==> src/hdl/rob_cfg_pkg.sv <==
`default_nettype none

package rob_cfg_pkg;

    localparam int ROB_DEPTH = 64;  // default entry count
    localparam int ALLOC_W   = 4;   // instructions per allocation group
    localparam int COMMIT_W  = 4;   // max retirements per cycle

    // writeback sources: mult, alu1, alu2, load
    localparam int NUM_CMPL  = 4;

    typedef logic [5:0]  rob_idx_t;    // entry index
    typedef logic [6:0]  rob_ptr_t;    // index plus wrap bit, also holds a count of 64
    typedef logic [5:0]  preg_t;       // physical register number
    typedef logic [15:0] pc_t;

    // compare code from the register file
    // 0 means no result this cycle
    typedef logic [1:0]  brnc_cond_t;

endpackage

`default_nettype wire

==> src/hdl/rob_msg_pkg.sv <==
`default_nettype none

package rob_msg_pkg;

    // one instruction of an allocation group
    typedef struct packed {
        logic                    is_brnc;
        logic                    pred_taken;
        rob_cfg_pkg::brnc_cond_t cond;       // taken when the compare result equals this
        rob_cfg_pkg::pc_t        rcvr_pc;
        logic                    reg_wrt;
        rob_cfg_pkg::preg_t      old_preg;   // freed at commit
    } alloc_slot_t;

    // branch half of an entry
    typedef struct packed {
        logic                    is_brnc;
        logic                    pred_taken;
        rob_cfg_pkg::brnc_cond_t cond;
        rob_cfg_pkg::pc_t        rcvr_pc;
    } brnc_info_t;

    // destination half of an entry
    typedef struct packed {
        logic                    reg_wrt;
        rob_cfg_pkg::preg_t      old_preg;
    } dest_info_t;

    typedef struct packed {
        logic                    vld;
        rob_cfg_pkg::rob_idx_t   idx;
    } cmpl_t;

    typedef struct packed {
        rob_cfg_pkg::rob_idx_t   idx;
        rob_cfg_pkg::brnc_cond_t rslt;       // nonzero for a single cycle
    } resolve_t;

    typedef struct packed {
        logic [2:0]                                     cnt;
        logic [2:0]                                     free_cnt;
        rob_cfg_pkg::preg_t [rob_cfg_pkg::COMMIT_W-1:0] free_preg;
    } commit_t;

endpackage

`default_nettype wire

==> src/hdl/rob_status.sv <==
`timescale 1ns/1ps
`default_nettype none

module rob_status #(
    parameter int DEPTH   = rob_cfg_pkg::ROB_DEPTH,
    parameter int ALLOC_W = rob_cfg_pkg::ALLOC_W
) (
    input  wire                                                 clk,
    input  wire                                                 rst_n,
    input  wire                                                 alloc_en,
    input  wire rob_cfg_pkg::rob_idx_t                          tail,
    input  wire rob_msg_pkg::cmpl_t [rob_cfg_pkg::NUM_CMPL-1:0] cmpl,
    input  wire                                                 brnc_ok,
    input  wire                                                 mis_pred,
    input  wire rob_cfg_pkg::rob_idx_t                          brnc_idx,
    input  wire rob_cfg_pkg::rob_idx_t                          head,
    input  wire [2:0]                                           cmt_cnt,
    output logic [DEPTH-1:0]                                    vld,
    output logic [DEPTH-1:0]                                    done
);
    import rob_cfg_pkg::*;

    logic [DEPTH-1:0] set_vld;     // allocated this cycle
    logic [DEPTH-1:0] clr_vld;     // retired or squashed
    logic [DEPTH-1:0] set_done;

    always_comb begin
        rob_idx_t ent;
        rob_idx_t brnc_dist;
        brnc_dist = brnc_idx - head;
        for (int i = 0; i < DEPTH; i++) begin
            ent = rob_idx_t'(i);
            // a mispredict drops the group offered in the same cycle
            set_vld[i] = alloc_en && !mis_pred && (rob_idx_t'(ent - tail) < rob_idx_t'(ALLOC_W));
            // retired range, then anything younger than a bad branch
            clr_vld[i] = (rob_idx_t'(ent - head) < rob_idx_t'(cmt_cnt))
                      || (mis_pred && (rob_idx_t'(ent - head) > brnc_dist));
            // resolved branch is finished either way
            set_done[i] = (brnc_ok || mis_pred) && (ent == brnc_idx);
            for (int s = 0; s < NUM_CMPL; s++) begin
                if (cmpl[s].vld && (cmpl[s].idx == ent)) begin
                    set_done[i] = 1'b1;
                end
            end
        end
    end

    always_ff @(posedge clk or negedge rst_n) begin
        if (!rst_n) begin
            vld  <= '0;
            done <= '0;
        end else begin
            vld  <= set_vld | (vld & ~clr_vld);
            done <= ~set_vld & (done | set_done);  // fresh entries start not done
        end
    end

endmodule

`default_nettype wire

==> config.mk <==
export PLATFORM = sky130hd
export DESIGN_NAME = rob_status
export DESIGN_NICKNAME = d
export VERILOG_FILES = /design/src/hdl/rob_cfg_pkg.sv /design/src/hdl/rob_msg_pkg.sv /design/src/hdl/rob_status.sv
export SDC_FILE = /design/constraint.sdc
export NUM_CORES = 1
export LEC_CHECK = 0
export ABC_CLOCK_PERIOD_IN_PS = 1100
export BUFFER_PORTS_ARGS = -buffer_cell sky130_fd_sc_hd__buf_2
export CAP_MARGIN = 30
export CORE_MARGIN = 2
export CORE_UTILIZATION = 35
export CTS_CLUSTER_DIAMETER = 200
export CTS_CLUSTER_SIZE = 40
export DETAILED_ROUTE_END_ITERATION = 10
export MAX_ROUTING_LAYER = met4
export PLACE_DENSITY_LB_ADDON = 0.2
export SLEW_MARGIN = 15
export SYNTH_ARGS = -nofsm -noshare
export SYNTH_HDL_FRONTEND = slang
export SYNTH_SLANG_ARGS = --single-unit
==> constraint.sdc <==
create_clock -name clk -period 1.1 [get_ports clk]
set_input_delay 0.22 -clock clk [delete_from_list [all_inputs] [get_ports clk]]
set_output_delay 0.22 -clock clk [all_outputs]
set_load 0.03 [all_outputs]
======== Word level (Yosys, flattened, before mapping) ========
Cells that the tools add are included.
word-level totals
  memories kept ........................... 0
  bits in latches ......................... 0
  bits in read-only memories .............. 0
  word-level logic and storage cells ...... 1,420
  bits in registers ....................... 128
  input port bits ......................... 54
  output and inout port bits .............. 128
  RAM bits ................................ 0
cells by class
  shift-type cells ........................ 0
  multiplexer cells ....................... 256
  add/subtract/negate cells ............... 129
  $lt $le $gt $ge ......................... 192
  bitwise operators ....................... 6
  div/mod/pow operators ................... 0
  reduce and logical (&&, ||, !) cells .... 520
  $mul .................................... 0
  equality and inequality tests ........... 315
operators with widths
  cell                   count
  $eq A6 B6 Y1 const B   128
  $logic_and A1 B1 Y1    449
  $eq A6 B5 Y1 const B   64
  $gt A6 B6 Y1           64
  $lt A6 B3 Y1           64
  $lt A6 B3 Y1 const B   64
  $sub A6 B6 Y6 const A  64
  $mux W1                256
  $eq A6 B4 Y1 const B   32
  $eq A6 B6 Y1 const A   32
  $sub A5 B6 Y6 const A  32
  $and A64 B64 Y64       2
  $not A64 Y64           2
  $or A64 B64 Y64        2
  $eq A5 B6 Y1 const A   16
  $eq A6 B3 Y1 const B   16
  $sub A4 B6 Y6 const A  16
  $logic_or A1 B1 Y1     65
  $eq A4 B6 Y1 const A   8
  $eq A6 B2 Y1 const B   8
  $sub A3 B6 Y6 const A  8
  $logic_not A6 Y1       5
  $eq A3 B6 Y1 const A   4
  $eq A6 B1 Y1 const B   4
  other kinds (6)        13

======== Depth between registers and ports, before layout ========
Gate-level depths: netlist of run 1.
  depth after elaboration ................. 8
  gate-level depth with buffers ........... 16
  depth with buffers taken out ............ 14

======== Least setup slack after synthesis of run 1 ========
OpenSTA, ideal clock, no wires.
  path type ............................... input to register
  start ................................... input brnc_idx[0]
  end ..................................... register vld[44]
  data required time ...................... 0.980 ns
  path slack .............................. -3.028 ns
  arrival time ............................ 4.007 ns
  stages .................................. 11
  path buffers ............................ 0
  setup time .............................. 0.120 ns
  cells stage by stage .................... inv_1 ha_1 inv_1 fa_1 a21o_1 a21oi_1 xor2_1 ha_1 and3_1 or4_1 a41o_1
on the way
  cells in the longest elaborated chain, start to end .. 7
ends and longest elaborated chain
  what                  line              source
  start, declared       rob_status.sv:15  input wire rob_cfg_pkg::rob_idx_t brnc_idx,
  $sub A6 B6 Y6         rob_status.sv:30  brnc_dist = brnc_idx - head;
  $gt A6 B6 Y1          rob_status.sv:37  || (mis_pred && (rob_idx_t'(ent - head) > brnc_dist));
  $logic_and A1 B1 Y1   rob_status.sv:37
  $logic_or A1 B1 Y1    rob_status.sv:37
  $not A64 Y64          rob_status.sv:53  vld <= set_vld | (vld & ~clr_vld);
  $and A64 B64 Y64      rob_status.sv:53
  $or A64 B64 Y64       rob_status.sv:53
  end signal, assigned  rob_status.sv:53
  end, declared         rob_status.sv:18  output logic [DEPTH-1:0] vld,
No other way between the ends.

======== Worst setup path after layout of run 1 ========
  start ................................... input head[0]
  end ..................................... register vld[44]
on the way
  cells in the longest elaborated chain, start to end .. 7
  elaborated cells on any way between the ends .. 9
  classes of those cells .................. add/sub (2); order compare (2); bitwise (3); reduce/logical (2)
ends and longest elaborated chain
  what                              line                                                  source
  start, declared                   rob_status.sv:16                                      input wire rob_cfg_pkg::rob_idx_t head,
  $sub A6 B6 Y6 (on tied branches)  rob_status.sv:36, rob_status.sv:37, rob_status.sv:30
  $gt A6 B6 Y1                      rob_status.sv:37
  $logic_and A1 B1 Y1               rob_status.sv:37
  $logic_or A1 B1 Y1 *              rob_status.sv:37
  $not A64 Y64 *                    rob_status.sv:53
  $and A64 B64 Y64 *                rob_status.sv:53
  $or A64 B64 Y64 *                 rob_status.sv:53
Mark *: on every way between the ends. The rest lies on a longest branch, timed or not.

==> results.md, run 1 <==
Yosys:
- The area share of fa/ha/maj cells after synthesis is between 10% and 20%.
- The most common cell in the synthesized netlist is sky130_fd_sc_hd__nand2_1.
- Of the total synthesized cell area, the portion taken by AND, OR, NAND and NOR gates is 19.4%.
- After synthesis, the largest family of logic cells by area is compound AO/OA/AOI/OAI gates.
- The cell area that synthesis handed to floorplanning was between 10000 and 15000 um2.
- The total nets after synthesis is roughly 1800.
- The prevailing post-synth register cell is sky130_fd_sc_hd__dfrtp_1.
- Sorting the synthesized cells by how often they occur yields 181 x sky130_fd_sc_hd__nand2_1, 128 x sky130_fd_sc_hd__dfrtp_1, 118 x sky130_fd_sc_hd__ha_1.
- After synthesis, the share of cell area in mux cells is less than 1%.
- The compound-gate portion of the synthesized area is between 20% and 30%.
- Synthesis inferred 128 register bits.
- By area the synthesized netlist is led by sky130_fd_sc_hd__dfrtp_1 24%, sky130_fd_sc_hd__ha_1 11%, sky130_fd_sc_hd__xnor2_1 6.3%, sky130_fd_sc_hd__nand2_1 5.1%, sky130_fd_sc_hd__a221oi_1 4.5%.
- Synthesis handed over a netlist of around 1700 instances.
- Counting flops with an async set or reset pin after synthesis yields a share of 100%.
- The number of flops mapped to enable cells by yosys is 0.
- The number of warning messages in the yosys log is 0.
- The area share of the leading cell type in the synthesized netlist is about a quarter.
- After synthesis, the mean cell area works out to just under 8 um2.
- Summed over all instances, the cell type with the most area after synthesis is sky130_fd_sc_hd__dfrtp_1.
- After synthesis, flip-flops and latches occupy about a quarter of the total area.
- The distinct cell type count after synthesis is 74.
- The xor/xnor cell area share of the yosys netlist is between 7 and 8%.

Layout:
- Cells with a size suffix above 1 make up 54.1% of the layout.
- The net count of the finished layout is 2680.
- The layout overhead on the synthesized area is 88.4%.
- 0 antenna diodes ended up in the layout.
- After filler insertion, the fill cell instance count of the layout stands at around 3000.
- The finished layout holds 3030 standard cells, fillers aside.

Timing:
- Final hold analysis gives a worst-case slack of roughly 0.13 ns.
- The max-slew violation total from the final report is 0.
- At the pin with the least slew margin, the transition time is ~0.8 ns.
- After layout, the worst setup slack is -1.46 ns.
- The post-route clock period utilization is 233%.
- Setup repair after global routing could not meet its margin everywhere.
- The headroom to the max-slew limit is between 40% and 50%.
- The final hold violation count is 0.
- On the final layout, the worst clock skew is 0 ns.
- Static timing analysis puts the maximum clock frequency at about 0.4 GHz.
- The post-route minimum period is between 2 and 3 ns.
- The total setup violations reported at the end of the flow is roughly 250.

Power:
- Combinational logic is responsible for approximately 62% of the overall power.
- For this design the ratio of total power to cell area is between 1000 and 1500 nW/um2.
- The fraction of power spent switching nets is about 43%.
- The worst-case IR drop observed on VDD is 1.23 mV.
- For this design the static power due to leakage is ~11 nW.
- The design internal power is between 0.015 and 0.02 W.
- The clock network is responsible for roughly 17% of the overall power.
- Summed over all nets, the switching power comes to between 0.01 and 0.015 W.
- The sequential power share is about a fifth.

Floorplan:
- The initial utilization of the core area, before any placement, comes to a little over a third.
- The area of the die is between 30000 and 40000 um2.
- From bottom edge to top edge, the die measures just under 200 um.
- The floorplan die width is between 150 and 200 um.
- The placeable core area is approximately 37000 um2.
- For this design the top-level I/O count stands at about 180.
- The site row count is 71.

Place:
- Counting tap cells, the placed design contains a total of ~2800 instances.
- Detailed placement ended at an HPWL of between 50000 and 60000 um.
- Port buffering added 181 buffers.
- The routability congestion estimate is 1.03.

Routing:
- The detailed-router iteration count before antenna repair is 7.
- In the final routed layout, each cell accounts on average for 24.9 um.
- Once detail routing completed, the nets flagged for antenna violations numbered 0.
- The final route contains around 18000 vias.
- For this run, design rule violations remaining after detail routing come to 0.
- The count of routing violations after the opening detailed-route iteration is around 2100.
- The final layout contains routed wiring with a total length of between 70000 and 80000 um.
- Using the TritonRoute via totals, the vias-per-cell ratio works out to ~5.9.

Global route:
- The via count of the first global-routing pass is between 15000 and 20000.
- Global routing finished with a remaining overflow of 0.
- The largest net degree at the start of global routing is 50.
- The initial antenna violation count was 0.
- The first global-routing pass estimated 109000 um of wire.
- Global routing used a little under two fifths of the available tracks.

Clock network:
- The root buffer cell is sky130_fd_sc_hd__clkbuf_16.
- The number of H-tree branching levels is 4.
- The clock latency at the later pin of the worst-skew pair is approximately 0.46 ns.
- The clock-pin slew on the worst setup and hold paths is 0.07 ns.
- The number of sinks on the clock net is 128.
- TritonCTS built the clock tree.
- The CTS buffer count is 17.
- The maximum buffer depth of the clock tree is 2.

Setup path:
- The startpoint-to-endpoint class of the critical path is input pin to register.
- The maximum fanout count along the critical path is 4.
- In this design, the stage delay of the slowest critical-path cell is about 0.53 ns.
- For the worst setup path, the data required time is ~1.4 ns.
- The slowest stage of the critical path belongs to the cell sky130_fd_sc_hd__fa_2.
- The cell occurring most often along the worst timing path is sky130_fd_sc_hd__buf_4.
- The worst setup path is launched from an input pin.
- The launching instance or port of the critical path is head[0].
- The start of the worst register-to-register path is done[37].
- The critical path goes through buf_2 > ha_4 > buf_4 > fa_2 > ha_1 > nor2b_2 > a21oi_2 > buf_4 > o21bai_1 > a21oi_1 > or4_4 > a41o_1.
- The type of destination of the critical path is a register.
- STA puts the critical path data arrival time at between 2 and 3 ns.

Outcome:
- The checks that failed: setup timing.
- The flow ran to the end, but the final reports show violations.

Run:
- Max-cap violations in this run came to 0.

Worst hold path:
- In this run the worst hold path is classified as input pin to async pin.
## cell type report
cell class | instances | area [um2] | share of cell area, %
Clock buffer | 17 | 425 | 1.70
Clock inverter | 15 | 128 | 0.510
Inverter | 88 | 379 | 1.51
Multi-Input combinational cell | 1367 | 12100 | 48.5
Sequential cell | 128 | 3220 | 12.8
Tap cell | 511 | 639 | 2.55
Timing Repair Buffer | 904 | 8120 | 32.4
## kinds of logic (layout without fill, tap and decap cells)
group                      count (synthesis)  after routing
AOI/OAI and AO/OA                        565            565
and+or+nand+nor                          540            540
buffers and inverters                    179           1024
adders and majority gates                151            151
DFF                                      128            128
xor gates and xnor gates                 108            108
muxes                                      3              3
## state kept, by name, summed over array words and instances (netlist names)
| name | count |
|---|---|
| done | 64 |
| vld | 64 |
## layer usage
layer / track usage (%) / share of wire (%) / vias to the layer above
li1: - / - / 7945
met1: 47.4 / 40 / 8810
met2: 59.2 / 45 / 1010
met3: 8.61 / 9.4 / 234
met4: 17.1 / 5.3 / 0
met5: - / 0 / -
## critical path: cells and delay by family
kind / cells / cell delay, ns
and+or+nand+nor: 2 / 0.69
adders and majority gates: 3 / 1.05
AOI/OAI and AO/OA: 4 / 0.56
buffers and inverters: 3 / 0.39
## final timing paths
kind / to / slack (ns) / cells after the start
worst max-delay path: vld[44] / -1.46 / 12
min in group clk: done[7] / 0.26 / 5
worst min-delay path: done[15] / 0.13 / 2
worst min register to register: vld[0] / 0.56 / 1
max in group asynchronous: vld[57] / 0.46 / 3
worst max register to register: done[37] / -0.11 / 3
## placed cells by master (no fill, tap or decap), types with 18 or more instances in the layout
master | Yosys | routed
sky130_fd_sc_hd__buf_4 | 2 | 583
sky130_fd_sc_hd__buf_6 | 2 | 225
sky130_fd_sc_hd__nand2_1 | 181 | 153
sky130_fd_sc_hd__dfrtp_1 | 128 | 117
sky130_fd_sc_hd__nor2_1 | 108 | 79
sky130_fd_sc_hd__ha_1 | 118 | 76
sky130_fd_sc_hd__inv_1 | 84 | 73
sky130_fd_sc_hd__xnor2_1 | 96 | 67
sky130_fd_sc_hd__a21oi_1 | 99 | 66
sky130_fd_sc_hd__a22oi_1 | 65 | 59
sky130_fd_sc_hd__a221oi_1 | 69 | 49
sky130_fd_sc_hd__o21ai_0 | 80 | 47
sky130_fd_sc_hd__buf_2 | 14 | 46
sky130_fd_sc_hd__a31oi_1 | 52 | 40
sky130_fd_sc_hd__ha_4 | 0 | 40
sky130_fd_sc_hd__buf_12 | 0 | 39
sky130_fd_sc_hd__nand3_1 | 52 | 38
sky130_fd_sc_hd__nor3_1 | 53 | 34
sky130_fd_sc_hd__a21oi_2 | 4 | 29
sky130_fd_sc_hd__nand2b_1 | 31 | 25
sky130_fd_sc_hd__maj3_2 | 12 | 25
sky130_fd_sc_hd__o211ai_1 | 21 | 21
sky130_fd_sc_hd__a21o_1 | 19 | 19
sky130_fd_sc_hd__o21ai_1 | 3 | 19
sky130_fd_sc_hd__a221oi_2 | 0 | 18
sky130_fd_sc_hd__xnor2_2 | 0 | 18
sky130_fd_sc_hd__clkbuf_16 | 0 | 18
## per-stage QoR
stage          setup WS, ns  power (W)  cell area, um2  utilization [%]  setup TNS (ns)
2_1_floorplan         -2.00     0.0153           14400                -         -139.40
3_3_place_gp          -2.10     0.0214           19800             52.7         -176.09
3_5_place_dp          -2.18     0.0217           19800             52.7         -179.64
4_1_cts               -1.50     0.0314           23600             62.8         -118.57
5_1_grt               -1.54     0.0350           25000             66.8         -126.79
6_report              -1.46     0.0335           25000             66.8         -116.36
## power by group through the flow
stage,clock network [W],registers [W],logic (W)
6_report,0.00571,0.00694,0.0209
5_1_grt,0.00591,0.00697,0.0221
4_1_cts,0.00570,0.00688,0.0189
3_5_place_dp,0,0.00678,0.0149
3_3_place_gp,0,0.00678,0.0147
2_1_floorplan,0,0.00860,0.00674
## what timing repair did
item | CTS | global route
resized for setup | 605 | 214
pin swaps | 181 | 153
buffers inserted | 114 | 74
setup endpoints to repair | 255 | 256
hold buffers | 1 | 0
endpoints found under the hold margin | 128 | 0
gates cloned | 2 | 1
Power figures use the tool's default switching activity.
==> run 2, diff against run 1 <==
--- a/config.mk
+++ b/config.mk
@@ -5,7 +5,7 @@
 export SDC_FILE = /design/constraint.sdc
 export NUM_CORES = 1
 export LEC_CHECK = 0
-export ABC_CLOCK_PERIOD_IN_PS = 1100
+export ABC_CLOCK_PERIOD_IN_PS = 2100
 export BUFFER_PORTS_ARGS = -buffer_cell sky130_fd_sc_hd__buf_2
 export CAP_MARGIN = 30
 export CORE_MARGIN = 2
==> constraint.sdc (replaced) <==
create_clock -name clk -period 2.1 [get_ports clk]
set_input_delay 0.42 -clock clk [delete_from_list [all_inputs] [get_ports clk]]
set_output_delay 0.42 -clock clk [all_outputs]
set_load 0.03 [all_outputs]
==> run 2 against run 1 <==
The flow still finishes with violations (setup timing). Via count decreased by 9.3%. Final cell count fell by 7.9%. Sequential power shrank 50%. Hold slack improved by 0.30 ns. Critical endpoint is now vld[50]. Largest cell class unchanged.
==> results.md, run 2 (synthesis results as in run 1) <==
Outcome:
- The run finished, with violations left.
- The final reports fail on setup timing.

Timing:
- The top achievable clock speed is 0.360 GHz.
- The worst clock skew on the final layout is 0 ns (unchanged).
- The total setup violations reported at the end of the flow is 64 (-74%).
- The final hold violation count is 0 (unchanged).
- Setup repair after global routing could not meet its margin everywhere.
- After layout, the minimum clock period comes to approximately 2.8 ns.
- The max-slew violation total from the final report is 0 (unchanged).
- The summed negative setup slack over all endpoints is -33.58 ns (+82.78 ns).
- The post-route clock period utilization is 132%.
- The headroom to the max-slew limit was 53.6% (+7.2 points).
- The actual slew at the worst max-slew pin was 0.691 ns (-0.107 ns).
- The final worst-path setup slack is -0.678 ns (+0.785 ns).

Clock network:
- The maximum buffer depth of the clock tree is 2 (unchanged).
- The clock-pin slew on the worst setup and hold paths is 0.07 ns (about the same).
- The number of H-tree branching levels was 4 (unchanged).
- The CTS buffer count came to 17 (unchanged).
- The clock tree from TritonCTS is done.
- The root buffer cell is sky130_fd_sc_hd__clkbuf_16.
- The number of sinks on the clock net was 128 (unchanged).
- The clock latency at the later pin of the worst-skew pair is 0.45 ns (about the same).

Global route:
- The total congestion overflow after global routing is 0 (unchanged).
- The initial antenna violation count is 1 (+1).
- The largest net degree at the start of global routing is 51 (+2.0%).
- The first-pass GRT wire length is 99600 um (-8.3%).
- The via count of the first global-routing pass is 15900 (-10%).
- The global-route usage over all layers is 35.3% (-2.9 points).

Power:
- The leakage power summed over all cells was 9.00 nW (-18%).
- The total power draw is 0.0156 W (-53%).
- The sequential power share is 22.3% (+1.6 points).
- The maximum ir drop on the vdd rail is 0.526 mV (-57%).
- The design internal power is 0.00893 W (-53%).
- The part of the total power dissipated in the clock network is 21.3% (+4.3 points).
- The net load switching power came to 0.00668 W (-54%).
- The power density over the cells is 772 nW/um2 (-42%).
- The fraction of power spent switching nets is 42.8% (-0.19 points).
- The combinational group share of total power came to 56.3% (-5.9 points).

Place:
- The routability congestion estimate is 1.01 (-1.8%).
- The worst slack after detailed placement is -1.27 ns (+0.916 ns).
- The sum of net half-perimeters after detailed placement is 53300 um (-5.1%).
- The number of port buffers is 181 (unchanged).

Routing:
- The routed wire length is 69000 um (-8.6%).
- The total number of vias was 16300 (-9.3%).
- The count of routing violations after the opening detailed-route iteration is 1586 (-25%).
- The per-cell routed wire length is 24.7 um (-0.75%).
- The number of remaining DRC errors is 0 (unchanged).
- The post-detailed-route via-to-cell ratio is 5.85 (-1.5%).
- The detailed-router iteration count before antenna repair is 6 (-1).
- The post-detailed-route count of antenna-violating nets came to 0 (unchanged).

Setup path:
- The nature of the critical path startpoint is an input pin.
- The endpoint required time on the critical path is 2.44 ns (+1.00 ns).
- The maximum fanout count along the critical path is 4 (unchanged).
- The startpoint-to-endpoint class of the critical path is input pin to register.
- STA classifies the critical path endpoint as a register.
- The data arrival time of the critical path was 3.12 ns (+0.21 ns).

Run:
- The number of max-cap violations came to 0 (unchanged).

Floorplan:
- The height of the chip is 199 um (unchanged).
- The site row count is 71 (unchanged).
- The initial core utilization is 35.5% (unchanged).
- The floorplan die width is 199 um (unchanged).
- The area of the die is 39600 um2 (unchanged).
- The I/O pin count is 182 (unchanged).
- The placeable core area is 37500 um2 (unchanged).

Layout:
- Compared with the post-synthesis result, the final layout area differs by 52.2%.
- The largest registers in the layout are done x64, vld x64.
- The top cell types in the final layout, fill and taps aside, are 436 x sky130_fd_sc_hd__buf_4, 179 x sky130_fd_sc_hd__buf_2, 178 x sky130_fd_sc_hd__nand2_1.
- The net count of the finished layout is 2439 (-9.0%).
- The final standard cell utilization of the core is 54.0% (-13 points).
- The proportion of layout cells with a drive suffix above 1 is 39.8% (-14 points).
- Leaving out fill and tap cells, the most frequent cell in the layout is sky130_fd_sc_hd__buf_4.

Worst hold path:
- The type of the most critical hold path is input pin to register.
==> run 2: changes by cell type in the layout (fill, tap and decap cells not counted), sizes merged <==
cell	delta
buf	-240
bufinv	+4
clkbuf	+3
clkinv	-1
clkinvlp	-1
diode	+1
inv	-6
==> run 2: critical path, cell delays in order <==
cell	delay, ns
sky130_fd_sc_hd__buf_12	0.11
sky130_fd_sc_hd__inv_8	0.06
sky130_fd_sc_hd__ha_4	0.14
sky130_fd_sc_hd__inv_2	0.04
sky130_fd_sc_hd__fa_2	0.38
sky130_fd_sc_hd__a21o_1	0.21
sky130_fd_sc_hd__a21oi_4	0.19
sky130_fd_sc_hd__xor2_4	0.13
sky130_fd_sc_hd__buf_4	0.15
sky130_fd_sc_hd__buf_6	0.11
sky130_fd_sc_hd__ha_4	0.27
sky130_fd_sc_hd__nor2_2	0.05
sky130_fd_sc_hd__a31oi_2	0.15
sky130_fd_sc_hd__o21ai_2	0.11
sky130_fd_sc_hd__maj3_1	0.34
sky130_fd_sc_hd__o211ai_1	0.17
sky130_fd_sc_hd__o21ai_1	0.09
==> run 2: final timing paths <==
kind | startpoint | endpoint | slack, ns | cells after the start
min | cmpl[15] | done[44] | 0.42 | 4
max | brnc_idx[0] | vld[50] | -0.68 | 17
min reg2reg | vld[48] | vld[48] | 0.52 | 1
max in group asynchronous | rst_n | vld[52] | 0.96 | 3
max reg2reg | vld[6] | vld[6] | 0.98 | 3
min in group asynchronous | rst_n | done[61] | 0.49 | 2
==> run 2: timing repair <==
action / in CTS / in global routing
hold buffers: 1 / 0
gates resized for setup: 123 / 111
endpoints found under the hold margin: 45 / 0
setup buffers: 16 / 22
pin swaps: 65 / 88
setup endpoints to repair: 67 / 73
==> run 2: metal layers <==
metal / track usage, % / wire [um]
met5: - / 0
met4: 18.4 / 4020
met3: 5.04 / 4790
met2: 55.8 / 31600
met1: 43.7 / 28600
==> run 2: metrics by stage <==
stage | instance area, um2 | hold WS, ns | instances
floorplan | 13500 | 0.124 | 1674
global placement | 18200 | 0.412 | 2724
detailed placement | 18200 | 0.416 | 2724
CTS | 19600 | 0.402 | 2771
global route | 20200 | 0.435 | 2790
finish | 20200 | 0.423 | 2790
==> run 2: layout make-up <==
cell class	count	area [um2]
antenna	1	2.50
clock buffer	21	470
clock inverter	11	160
fill	3556	17300
inverter	88	348
multi-input combinational	1367	10500
sequential	128	3200
tap	511	639
timing repair buffer	663	4900
==> run 2: power by group through the flow <==
| stage | sequential, W | combinational [W] | clock, W |
|---|---|---|---|
| 3_5_place_dp | 0.00350 | 0.00752 | 0 |
| 6_report | 0.00349 | 0.00879 | 0.00333 |
| 3_3_place_gp | 0.00350 | 0.00743 | 0 |
| 2_1_floorplan | 0.00450 | 0.00335 | 0 |
| 5_1_grt | 0.00353 | 0.00944 | 0.00346 |
| 4_1_cts | 0.00347 | 0.00813 | 0.00336 |
